===== src/rtl/soc_pkg.sv =====
`default_nettype none

package soc_pkg;

  typedef logic [31:0] word_t;  // one bus data word

  // single access from the bus master
  typedef struct packed {
    logic [31:0] addr;   // byte address
    word_t       wdata;  // write data
    logic [3:0]  wmask;  // byte lane write enables
    logic        rstrb;  // read strobe, one cycle
  } bus_req_t;

  // one-hot unit select
  typedef struct packed {
    logic ram;   // default target
    logic sqrt;  // square root unit
    logic mult;  // multiplier unit
    logic div;   // divider unit
  } periph_cs_t;

  // region codes, matched against addr[31:16]
  localparam logic [15:0] REGION_SQRT = 16'h0041;
  localparam logic [15:0] REGION_MULT = 16'h0042;
  localparam logic [15:0] REGION_DIV  = 16'h0043;

  // coprocessor register map, byte offsets in addr[4:0]
  localparam logic [4:0] REG_OP_A   = 5'h00;  // first operand
  localparam logic [4:0] REG_OP_B   = 5'h04;  // second operand
  localparam logic [4:0] REG_START  = 5'h08;  // any write kicks off
  localparam logic [4:0] REG_STATUS = 5'h0C;  // status_t, zero-extended
  localparam logic [4:0] REG_RESULT = 5'h10;  // result word

  // coprocessor status, busy in bit 0
  typedef struct packed {
    logic done;  // bit 1, set at completion
    logic busy;  // bit 0, iterating
  } status_t;

endpackage

`default_nettype wire


===== src/rtl/periph_sqrt.sv =====
`timescale 1ns/1ps
`default_nettype none

module periph_sqrt #(
  parameter int OPW = 16  // radicand width, even
) (
  input  logic              clk,
  input  logic              arst_n,
  input  soc_pkg::bus_req_t req,    // shared bus access
  input  logic              cs,     // unit selected
  output soc_pkg::word_t    rdata   // registered read word
);

  localparam int HW    = OPW / 2;      // root width, also iterations
  localparam int RW    = HW + 4;       // signed remainder with headroom
  localparam int CNT_W = $clog2(OPW);

  logic [4:0]       offs;      // register offset
  logic             wr;
  logic             rd;
  logic             start;     // accepted start
  logic             last;      // final iteration
  logic [OPW-1:0]   op_a;      // radicand, op_b writes are dropped
  logic [OPW-1:0]   rad;       // radicand, two bits per step from top
  logic [HW-1:0]    root;
  logic [RW-1:0]    prem;      // partial remainder, two's complement
  logic [RW-1:0]    prem_sh;   // remainder with next bit pair
  logic [RW-1:0]    prem_nxt;
  logic [HW-1:0]    root_nxt;
  logic [RW-1:0]    rem_fix;   // final remainder, made non-negative
  logic [CNT_W-1:0] cnt;       // iteration count
  soc_pkg::status_t status;
  soc_pkg::word_t   result;

  assign offs  = req.addr[4:0];
  assign wr    = cs && (req.wmask != 4'b0000);
  assign rd    = cs && req.rstrb;
  assign start = wr && (offs == soc_pkg::REG_START) && !status.busy;
  assign last  = (cnt == CNT_W'(HW - 1));

  // non-restoring step: subtract 4q+1 when the remainder is
  // non-negative, add back 4q+3 when it went negative
  assign prem_sh  = {prem[RW-3:0], rad[OPW-1 -: 2]};
  assign prem_nxt = prem[RW-1] ? prem_sh + {2'b00, root, 2'b11}
                               : prem_sh - {2'b00, root, 2'b01};
  assign root_nxt = HW'({root, ~prem_nxt[RW-1]});  // 1 when still >= 0
  // one correction after the last step if still negative
  assign rem_fix  = prem_nxt[RW-1] ? prem_nxt + {3'b000, root_nxt, 1'b1} : prem_nxt;

  // status, counter, result
  always_ff @(posedge clk or negedge arst_n) begin
    if (!arst_n) begin
      status <= '0;
      cnt    <= '0;
      result <= '0;
    end else if (start) begin
      status.busy <= 1'b1;
      status.done <= 1'b0;
      cnt         <= '0;
    end else if (status.busy) begin
      cnt <= cnt + 1'b1;
      if (last) begin
        status.busy <= 1'b0;
        status.done <= 1'b1;
        result      <= {16'(rem_fix), 16'(root_nxt)};  // rem high, root low
      end
    end
  end

  // operand, datapath, read port
  always_ff @(posedge clk) begin
    if (wr && (offs == soc_pkg::REG_OP_A)) begin
      op_a <= req.wdata[OPW-1:0];
    end
    if (start) begin
      rad  <= op_a;
      root <= '0;
      prem <= '0;
    end else if (status.busy) begin
      rad  <= rad << 2;  // next pair to the top
      root <= root_nxt;
      prem <= prem_nxt;
    end
    if (rd) begin
      case (offs)
        soc_pkg::REG_STATUS: rdata <= {30'd0, status};
        soc_pkg::REG_RESULT: rdata <= result;
        default:             rdata <= '0;
      endcase
    end
  end

endmodule

`default_nettype wire


===== config.mk =====
export PLATFORM = sky130hd
export DESIGN_NAME = periph_sqrt
export DESIGN_NICKNAME = d
export VERILOG_FILES = /design/src/rtl/soc_pkg.sv /design/src/rtl/periph_sqrt.sv
export SDC_FILE = /design/constraint.sdc
export NUM_CORES = 1
export LEC_CHECK = 0
export ABC_AREA = 1
export BUFFER_PORTS_ARGS = -buffer_cell sky130_fd_sc_hd__buf_2
export CAP_MARGIN = 20
export CORE_MARGIN = 4
export CORE_UTILIZATION = 55
export DETAILED_ROUTE_END_ITERATION = 8
export GPL_TIMING_DRIVEN = 0
export PLACE_DENSITY = 0.91
export SLEW_MARGIN = 10
export SYNTH_ARGS = -nofsm -noshare
export SYNTH_HDL_FRONTEND = slang
export SYNTH_SLANG_ARGS = --single-unit
export TNS_END_PERCENT = 5

===== constraint.sdc =====
create_clock -name clk -period 3.45 [get_ports clk]
set_input_delay 1.035 -clock clk [delete_from_list [all_inputs] [get_ports clk]]
set_output_delay 1.035 -clock clk [all_outputs]
set_load 0.05 [all_outputs]

# Yosys cells after proc, flatten, opt, wreduce, memory -nomap -nowiden
# Index checks and enable logic that the tools add are counted.
# Widths: inputs -> output; s select.
[word_totals] regBits=110 inputBits=72 output_inout_bits=32
[op_classes] n_addsub=4 eq_ne=4 mux=10 n_bitwise=2 reduce_logical=12
[op_table] cell="$pmux 28 s2" count=1
[op_table] cell="$mux 16" count=2
[op_table] cell="$mux 12" count=2
[op_table] cell="$add 12x10->12" count=1
[op_table] cell="$add 12x9->12" count=1
[op_table] cell="$sub 12x10->12" count=1
[op_table] cell="$eq 5x4->1 const B" count=2
[op_table] cell="$mux 4" count=2
[op_table] cell="$mux 2" count=3
[op_table] cell="$eq 5x5->1 const B" count=1
[op_table] cell="$logic_and 1x1->1" count=5
[op_table] cell="$logic_not 5->1" count=1
[op_table] cell="$add 4x1->4 const B" count=1
[op_table] cell="$eq 4x3->1 const B" count=1
[op_table] cell="$reduce_bool 2->1" count=2
[op_table] cell="$reduce_bool 4->1" count=1
[op_table] cell="$reduce_and 3->1" count=1
[op_table] cell="$not 1->1" count=2
[op_table] cell="$reduce_and 2->1" count=1
[op_table] cell="$logic_not 1->1" count=1

# Logic depth before layout (Yosys ltp)
# Gate-level depths: netlist of run 1.
[logic_depth] ltp_word=6 depth_mapped=24

# Worst setup path before layout of run 1
# No wires, ideal clock.
[synth_timing] path_kind="input-to-reg" start="input req[38] in the netlist's numbering" end="register op_a[0] (enable)" arrival_ns=2.653 required_time_ns=3.037 setup_slack_ns=0.384 cell_stages=4 path_buffers=0 path_cell_list="nor2_1 inv_1 nor3_1 nor3b_1"
[synth_between] elab_chain_cells=2
[synth_lines] element="start, declared" line_no="periph_sqrt.sv:9" text="input soc_pkg::bus_req_t req,"
[synth_lines] element="$logic_not 5->1" line_no="periph_sqrt.sv:72" text="if (wr && (offs == soc_pkg::REG_OP_A)) begin"
[synth_lines] element="$logic_and 1x1->1" line_no="periph_sqrt.sv:72"
[synth_lines] element="end signal, assigned" line_no="periph_sqrt.sv:73" text="op_a <= req.wdata[OPW-1:0];"
[synth_lines] element="end, declared" line_no="periph_sqrt.sv:23" text="logic [OPW-1:0] op_a;"
# Every way passes these cells.
# A chain may end at the register's enable or synchronous reset.

# Worst setup path after layout of run 1
[layout_timing] start="register prem[11]" end="register result[25]"
[layout_between] word_cells_on_any_way=4 cone_classes="add/sub: 1; mux: 2; bitwise: 1"
[layout_lines] element="start, declared" line_no="periph_sqrt.sv:26" text="logic [RW-1:0] prem;"
[layout_lines] element="start signal, assigned" line_no="periph_sqrt.sv:82" text="prem <= prem_nxt;"
[layout_lines] element="$mux 12" line_no="periph_sqrt.sv:44" text="assign prem_nxt = prem[RW-1] ? prem_sh + {2'b00, root, 2'b11}"
[layout_lines] element="named net prem_nxt[6]" line_no="periph_sqrt.sv:28" text="logic [RW-1:0] prem_nxt;"
[layout_lines] element="$add 12x9->12" line_no="periph_sqrt.sv:48" text="assign rem_fix = prem_nxt[RW-1] ? prem_nxt + {3'b000, root_nxt, 1'b1} : prem_nxt;"
[layout_lines] element="$mux 12" line_no="periph_sqrt.sv:48"
[layout_lines] element="end signal, assigned" line_no="periph_sqrt.sv:65" text="result <= {16'(rem_fix), 16'(root_nxt)};"
[layout_lines] element="end, declared" line_no="periph_sqrt.sv:33" text="soc_pkg::word_t result;"
# The timed path passes the listed nets, and every way through them passes these cells.

==> results.cfg, run 1 <==
[global_routing]
grt_antenna_before_repair = 0
grt_pass1_vias = 3814
overflow = 0
grt_pass1_wl_um = 17530
track_usage = 0.2153
grt_max_degree = 27

[critical_path]
cpMostUsedCell = nand2_1
endpoint_kind = flip-flop
path_class = flip-flop to flip-flop
slowest_delay_ps = 350
cp.required_ps = 3690
path_max_fanout = 5
cp.buffers_inverters = 2
cp_slowest_cell = dfxtp_2
critPathLaunchType = flip-flop
cp_top_family = simple AND/OR/NAND/NOR gates
path_cells = buf_6 > xnor2_1 > ha_1 > a21oi_2 > nand2_1 > nand2_1 > nand2_1 > nand2_1 > nand2_1 > xnor2_2 > inv_2 > ha_4 > a21oi_1 > nand2_1 > a21oi_2 > nor2_1 > o21ai_1 > nand2_1 > nand2_2 > xor2_2 > o21ai_0
critPathArrivalTime_ps = 3610

[finish]
n_antenna_cell = 0
postLayoutCoreUtil = 0.6754
drive_above_1_share = 0.2246
layout.nets = 696
area_growth_pct = 17.45

[floorplanning]
fp-row-count = 33
fp.dieArea_um2 = 10280
die_h_um = 101.4
io_pins = 104
core_area_um2 = 8341
dieWidth_um = 101.4
start_util = 0.5750

[cts]
cts_hold_buffers = 0
numClockSinks = 97
cts-root-buf = clkbuf_8
cts_tree = built
clock_path_buffers = 2
clk-insertion-delay-late_ps = 370
cts_max_level = 3
clk_pin_slew_worst_paths_ps = 100
cts_buffers = 9

[drt]
wire_per_inst_um = 15.37
drtPass1Iterations = 8
via_per_inst = 5.410
drc_errors = 0
postRouteWirelength_um = 10990
drtIter0Drc = 207
postRouteAntennaNets = 0
vias = 3868

[synthesis]
syn_avg_cell_area_um2 = 9.241
synth_top_area_cell = edfxtp_1
yosys-top-cells-area = edfxtp_1 (33%), dfrtp_1 (14%), nand2_1 (10%), dfxtp_1 (7.9%), inv_1 (5.5%)
yosysWarnings = 0
synth_cell_types = 39
async_reset_ff_frac = 0.2680
ys_seq_elements = 97
synth_area_um2 = 4796
ys_seq_area_frac = 0.5406
yosysTopAreaCellShare = 0.3256
synth-edff-count = 52
dominantRegCellSynth = edfxtp_1
synth_cells = 519

[sta]
tightest_slew_ps = 764.4
finalMaxSlewViolations = 0
maxSlewHeadroom = 0.4872
setup_violations = 0
fmax_mhz = 296.8
finalCriticalPeriod_ps = 3370
min_period_over_period = 0.9768
fin_worst_skew_ps = 12.60
finalHoldViolations = 0

[place]
gp_congestion = 0.9728
hpwl_um = 7828
numPortBuffers = 48

[min_path]
worstHoldPathType = flip-flop to flip-flop

[outcome]
status = finished, final reports clean

[run]
drv_cap = 0
==> sequential cells by signal, indices dropped and copies added, names as in the netlist <==
register / flops
cnt: 4
rdata: 20
result: 20
status: 2
rad: 16
op_a: 16
prem: 11
root: 8
==> per-stage QoR <==
| step | hold WS, ps | worst slack, ps | cell area, µm² | cells | TNS, ps |
|---|---|---|---|---|---|
| 2_1_floorplan | 425.3 | 383.6 | 4837 | 530 | 0 |
| 3_3_place_gp | 448.9 | -136.4 | 5209 | 683 | -2202 |
| 3_5_place_dp | 457.2 | -149.0 | 5221 | 684 | -149.0 |
| 4_1_cts | 472.1 | 19.39 | 5460 | 702 | 0 |
| 5_1_grt | 502.2 | -96.76 | 5633 | 715 | -100.9 |
| 6_report | 467.2 | 80.16 | 5633 | 715 | 0 |
==> cell type report <==
cell class,count,area [µm²]
multi-input cells,335,1927
plain buffers,22,146.4
well taps,105,131.4
inverters,76,285.3
clock inverters,7,65.06
clock buffers,9,123.9
repair buffers,64,360.3
flip-flops and latches,97,2594
fillers,629,2708
==> tightest hold or removal path, cell delays in order, from the launching register on <==
cell	delay, ps
dfxtp_1	330
nand2_1	60
nand2_1	40
==> cell usage after synthesis (3+ instances only) <==
master and instances:
buf_2 3, buf_4 13, dfrtp_1 26, ha_1 19, nand2_2 9, a21oi_1 11
clkbuf_1 5, nor3_1 3, xnor2_1 13, inv_2 4, dfxtp_1 19, o21ai_0 22
xor2_1 9, a21o_1 3, o221ai_1 7, nand4_1 4, edfxtp_1 52, a22o_1 5
o22ai_1 9, nand3_1 21, nand2_1 134, inv_1 70, nor2_1 36
==> cells in the final DEF, fill, tap and decap left out, drive strengths merged, types with 3 or more instances in the layout <==
cell | netlist | layout
a21oi | 11 | 11
clkinv | 2 | 5
a21o | 3 | 3
buf | 17 | 80
dfrtp | 26 | 26
inv | 74 | 77
xnor2 | 13 | 13
o221ai | 7 | 7
nand3 | 23 | 23
ha | 19 | 19
xor2 | 9 | 9
conb | 1 | 12
dfxtp | 19 | 19
edfxtp | 52 | 52
nand2 | 144 | 144
o22ai | 9 | 9
nand4 | 5 | 5
nor3 | 3 | 3
nor2 | 39 | 39
a22o | 5 | 5
clkbuf | 5 | 15
o21ai | 22 | 22
==> layer usage <==
metal | track usage | up-vias | part of all wire
li1 | - | 1848 | -
met5 | 0 | - | 0
met1 | 0.2677 | 1779 | 0.37
met3 | 0.03994 | 45 | 0.082
met2 | 0.3687 | 196 | 0.51
met4 | 0.09100 | 0 | 0.038
==> cell families after synthesis <==
family | synth area share
adders and majority gates | 0.04957
and+or+nand+nor | 0.1962
xor gates and xnor gates | 0.04018
AOI/OAI and AO/OA | 0.08348
DFF | 0.5406
buffers and inverters | 0.08922
other | 0.0007819
==> what timing repair did <==
action	in CTS	in global routing
setup endpoints to repair	2	3
pin swaps	1	8
gates cloned	0	1
buffers inserted	2	12
gates resized for setup	5	19
==> path summary, 6_finish.rpt <==
check,from,end,slack (ps),depth (start not counted)
min in group asynchronous,arst_n,status[0]$_DFF_PN0_,650,1
worst min-delay path,prem[9]$_SDFFE_PP0P_,prem[9]$_SDFFE_PP0P_,470,2
worst min register to register,prem[9]$_SDFFE_PP0P_,prem[9]$_SDFFE_PP0P_,470,2
worst max register to register,prem[11]$_SDFFE_PP0P_,result[25]$_DFFE_PN0P_,80,21
worst max-delay path,prem[11]$_SDFFE_PP0P_,result[25]$_DFFE_PN0P_,80,21
max in group asynchronous,arst_n,result[7]$_DFFE_PN0P_,2430,1
Power of run 1 is left out: the tool's default activity adds up to more than one toggle a clock period on the data nets, which glitch-free logic cannot reach.
==> run 2: changes to the inputs <==
--- a/config.mk
+++ b/config.mk
@@ -8,6 +8,7 @@
 export ABC_AREA = 1
 export BUFFER_PORTS_ARGS = -buffer_cell sky130_fd_sc_hd__buf_2
 export CAP_MARGIN = 20
+export CORE_ASPECT_RATIO = 1.5
 export CORE_MARGIN = 4
 export CORE_UTILIZATION = 55
 export DETAILED_ROUTE_END_ITERATION = 8
==> results.cfg, run 2 (same netlist as run 1, synthesis figures left out) <==
[global_routing]
grt_pass1_wl_um = 16460
overflow = 0
grt_max_degree = 27
grt_pass1_vias = 3634
track_usage = 0.2032
grt_antenna_before_repair = 0

[place]
numPortBuffers = 48
place_inst = 686
hpwl_um = 7754
gp_congestion = 0.9121

[drt]
drtPass1Iterations = 7
drc_errors = 0
wire_per_inst_um = 14.37
postRouteAntennaNets = 0
postRouteWirelength_um = 10090
met1_length_um = 3747
drtIter0Drc = 209
via_per_inst = 5.195
wl_met2_um = 5346
route.met3.wl_um = 437
top_layer_used = met4
vias = 3647

[critical_path]
reg2reg_depth = 17
crit_start = rad[14]$_DFFE_PP_
r2r_end = result[25]$_DFFE_PN0P_
reg2reg_from = rad[14]$_DFFE_PP_
critPathArrivalTime_ps = 3400
endpoint_kind = flip-flop
reg2reg_setup_slack_ps = 260
path_class = flip-flop to flip-flop
cp.required_ps = 3660
critPathLaunchType = flip-flop
path_max_fanout = 7

[min_path]
hold_path_depth = 2
hp-start = prem[7]$_SDFFE_PP0P_
holdPathEnd = prem[7]$_SDFFE_PP0P_
worstHoldPathType = flip-flop to flip-flop

[sta]
tightest_slew_ps = 738.3
finalHoldViolations = 0
fin_worst_skew_ps = 9.578
setup_violations = 0
finalCriticalPeriod_ps = 3188
fmax_mhz = 313.7
min_period_over_period = 0.9239
tns_ps = 0
hold_ws_ps = 457.6
rsz0062_at_grt = false
finalMaxSlewViolations = 0
maxSlewHeadroom = 0.5048

[cts]
cts_buffers = 9
cts_tree = built
numClockSinks = 97
cts_max_level = 3
cts-root-buf = clkbuf_16
cts_hold_buffers = 0
cts_setup_buffers = 0
clk-insertion-delay-late_ps = 350
clock_path_buffers = 2
clk_pin_slew_worst_paths_ps = 70

[floorplanning]
die_h_um = 122.4
io_pins = 104
core_area_um2 = 8464
fp.dieArea_um2 = 10310
fp-row-count = 41
dieWidth_um = 84.25
start_util = 0.5666

[outcome]
status = finished, final reports clean

[finish]
n_antenna_cell = 0
area_growth_pct = 16.20
drive_above_1_share = 0.1882
final_cells = 702
reg_top3 = rdata (20), result (20)
final_common_cell = nand2_1
layout_common_cells = nand2_1 (133), inv_1 (70), edfxtp_1 (52), buf_2 (51), nor2_1 (33)
layout.nets = 681

[run]
drv_cap = 0
## run 2: changes by cell type in the layout (fill, tap and decap cells not counted), moves of 2 or more
cell and delta:
a21oi_1 +2, a21oi_2 -2, buf_4 -14, clkbuf_16 +10, clkbuf_8 -9, nand2_1 +2, nand2_2 -2, nor2_2 +2
xnor2_1 +2, xnor2_2 -2, xor2_1 +2, xor2_2 -2
## run 2: worst max-delay path by stage
stage                             end  depth (start not counted)  slack [ps]
2_1_floorplan       op_a[0]$_DFFE_PP_                          4         380
3_3_place_gp        op_a[2]$_DFFE_PP_                          5        -100
3_5_place_dp   result[25]$_DFFE_PN0P_                         23          20
4_1_cts        result[25]$_DFFE_PN0P_                         23          30
5_1_grt        result[25]$_DFFE_PN0P_                         22          40
6_report       result[25]$_DFFE_PN0P_                         17         260
## run 2: layout make-up
| type | count | area (µm²) |
|---|---|---|
| fill | 668 | 2892 |
| sequential | 97 | 2592 |
| multi-input combinational | 335 | 1869 |
| inverter | 76 | 285.3 |
| clock buffer | 11 | 254.0 |
| timing repair buffer | 49 | 247.7 |
| buffer | 22 | 146.4 |
| tap | 107 | 133.9 |
| clock inverter | 5 | 43.79 |
## run 2: per-stage QoR
step,utilization,cell area (µm²),worst slack [ps]
finish,0.6584,5573,262.4
global route,0.6584,5573,38.43
CTS,0.6532,5529,27.66
detailed placement,0.6171,5224,21.91
global placement,0.6157,5211,-95.13
floorplan,-,4837,383.6
## run 2: timing repair
| action | in CTS | in global routing |
|---|---|---|
| pin swaps | 0 | 3 |
| endpoints found under the setup margin | 1 | 2 |
| gates resized for setup | 1 | 11 |
## run 2: routing by layer
metal  global-route usage  vias up
met5                    0        -
met1               0.2122     1686
met4               0.1278        0
met3              0.03828       31
met2               0.3715      109
li1                     -     1821
## run 2: critical path, stage by stage, from the launching register on
cell,delay [ps]
edfxtp_1,550
inv_1,160
ha_1,250
inv_1,90
nand3_1,70
nand2_1,110
xor2_1,390
ha_1,390
a21o_1,200
nand2_1,60
nand2_1,60
a21oi_2,140
nor2_1,60
o21ai_1,140
nand2_1,90
nand2_1,80
xor2_1,130
o21ai_0,80
Power of run 2 is left out for the same reason.
==> run 3: changes to the inputs <==
--- a/config.mk
+++ b/config.mk
@@ -5,15 +5,14 @@
 export SDC_FILE = /design/constraint.sdc
 export NUM_CORES = 1
 export LEC_CHECK = 0
-export ABC_AREA = 1
 export BUFFER_PORTS_ARGS = -buffer_cell sky130_fd_sc_hd__buf_2
 export CAP_MARGIN = 20
 export CORE_ASPECT_RATIO = 1.5
 export CORE_MARGIN = 4
-export CORE_UTILIZATION = 55
+export CORE_UTILIZATION = 54
 export DETAILED_ROUTE_END_ITERATION = 8
 export GPL_TIMING_DRIVEN = 0
-export PLACE_DENSITY = 0.91
+export PLACE_DENSITY = 0.9
 export SLEW_MARGIN = 10
 export SYNTH_ARGS = -nofsm -noshare
 export SYNTH_HDL_FRONTEND = slang
==> results.cfg, run 3 <==
[place]
numPortBuffers = 48
gp_congestion = 0.8588
place_inst = 601
pre_cts_ws_ps = -513.4
hpwl_um = 7308

[synthesis]
dominantRegCellSynth = edfxtp_1
synth_area_um2 = 4677
synth-edff-count = 52
yosys-top-cells-area = edfxtp_1 (33%), dfrtp_1 (14%), dfxtp_1 (8.1%), nand2_1 (6.6%), ha_1 (5.1%)
yosysWarnings = 0
yosysTopAreaCellShare = 0.3339
async_reset_ff_frac = 0.2680
synth_common_cells = nand2_1 (82), edfxtp_1 (52), dfrtp_1 (26)
synth_top_area_cell = edfxtp_1
syn_avg_cell_area_um2 = 10.78
ys_seq_elements = 97
ys_seq_area_frac = 0.5543
synth_cells = 434
synth_cell_types = 53
yosysMostFrequentCell = nand2_1

[finish]
layout_common_cells = nand2_1 (82), edfxtp_1 (52), buf_2 (51), buf_4 (28), dfrtp_1 (26)
area_growth_pct = 21.99
fillCellCount = 574
final_common_cell = nand2_1
layout.nets = 611
reg_top3 = rdata (20), result (20)
n_antenna_cell = 0
postLayoutCoreUtil = 0.6782
drive_above_1_share = 0.2819
final_cells = 632

[sta]
rsz0062_at_grt = true
fmax_mhz = 290.7
setup_ws_ps = 9.969
finalHoldViolations = 0
tightest_slew_ps = 842.3
fin_worst_skew_ps = 5.759
maxSlewHeadroom = 0.4385
finalCriticalPeriod_ps = 3440
setup_violations = 0
min_period_over_period = 0.9971
tns_ps = 0
finalMaxSlewViolations = 0

[drt]
drc_errors = 0
wire_per_inst_um = 18.14
vias = 3741
postRouteAntennaNets = 0
postRouteWirelength_um = 11470
via_per_inst = 5.919
drtIter0Drc = 527
drtPass1Iterations = 5

[floorplanning]
fp-row-count = 41
start_util = 0.5559
fp.dieArea_um2 = 10240
die_h_um = 122.0
core_area_um2 = 8413
io_pins = 104
dieWidth_um = 83.99

[cts]
clk-insertion-delay-late_ps = 350
clock_path_buffers = 2
cts_tree = built
cts-root-buf = clkbuf_16
numClockSinks = 97
cts_hold_buffers = 0
clk_pin_slew_worst_paths_ps = 70
cts_max_level = 3
cts_buffers = 9

[global_routing]
overflow = 0
track_usage = 0.2127
grt_max_degree = 27
grt_antenna_before_repair = 0
grt_pass1_vias = 3677
grt_pass1_wl_um = 17030

[outcome]
status = finished, final reports clean

[min_path]
worstHoldPathType = flip-flop to flip-flop

[critical_path]
critPathArrivalTime_ps = 3680
cp.required_ps = 3690
path_class = flip-flop to flip-flop
path_max_fanout = 10
endpoint_kind = flip-flop
critPathLaunchType = flip-flop

[run]
drv_cap = 0
[run 3: cells by family (layout without fill, tap and decap cells)]
family,count (synthesis),count (layout),synth area share
AND/OR/NAND/NOR,160,160,0.1603
flip-flops,97,97,0.5543
AO/OA/AOI/OAI,70,70,0.09283
buffers and inverters,41,121,0.04521
XOR/XNOR,30,30,0.05779
adder cells (fa/ha/maj),19,19,0.05083
multiplexers,16,16,0.03799
other,1,12,0.0008018
[run 3: what timing repair did]
action	in CTS	in global routing
pin swaps	10	15
setup buffers	9	6
endpoints found under the setup margin	6	7
resized for setup	13	20
[run 3: per-stage QoR]
stage               hold WS (ps)  area, µm²
finish                     474.5       5705
global route               492.5       5705
CTS                        471.1       5553
detailed placement         459.1       5109
global placement           451.7       5097
floorplan                  438.2       4723
[run 3: final timing paths]
kind,slack [ps],cells past startpoint,startpoint,end
worst max-delay path,10,18,prem[11]$_SDFFE_PP0P_,result[27]$_DFFE_PN0P_
worst min-delay path,470,2,prem[6]$_SDFFE_PP0P_,prem[6]$_SDFFE_PP0P_
worst max register to register,10,18,prem[11]$_SDFFE_PP0P_,result[27]$_DFFE_PN0P_
worst min register to register,470,2,prem[6]$_SDFFE_PP0P_,prem[6]$_SDFFE_PP0P_
max in group asynchronous,2370,1,arst_n,cnt[0]$_DFFE_PN0P_
min in group asynchronous,680,1,arst_n,result[25]$_DFFE_PN0P_
[run 3: area by class of cell]
class                      instances  area (µm²)  share of cell area
sequential                        97        2594              0.4546
multi-input combinational        307        2079              0.3645
timing repair buffer              64       364.1             0.06382
clock buffer                       9       225.2             0.03947
buffer                            31       183.9             0.03224
tap                              107       133.9             0.02346
clock inverter                     7       87.58             0.01535
inverter                          10       37.54            0.006579
[run 3: metal layers]
metal	global-route usage	vias to the layer above	part of all wire
met2	0.3850	223	0.52
met1	0.2110	1781	0.34
met4	0.1569	0	0.065
li1	-	1675	-
met5	0	-	0
met3	0.04736	62	0.071
[run 3: worst max-delay path, cell delays in order, from the launching register on]
cell and delay, ps:
dfxtp_1 310, buf_6 140, buf_4 160, xnor2_1 190, ha_2 350, a21oi_2 170
o21ai_2 90, a21oi_4 150, xnor2_2 150, inv_2 70, buf_6 150, ha_4 270
nor2b_2 140, o21ai_2 80, o21ai_2 170, o22ai_2 150, o21ai_2 220, nand3_2 140
a22o_1 210
Power of run 3 is left out for the same reason.
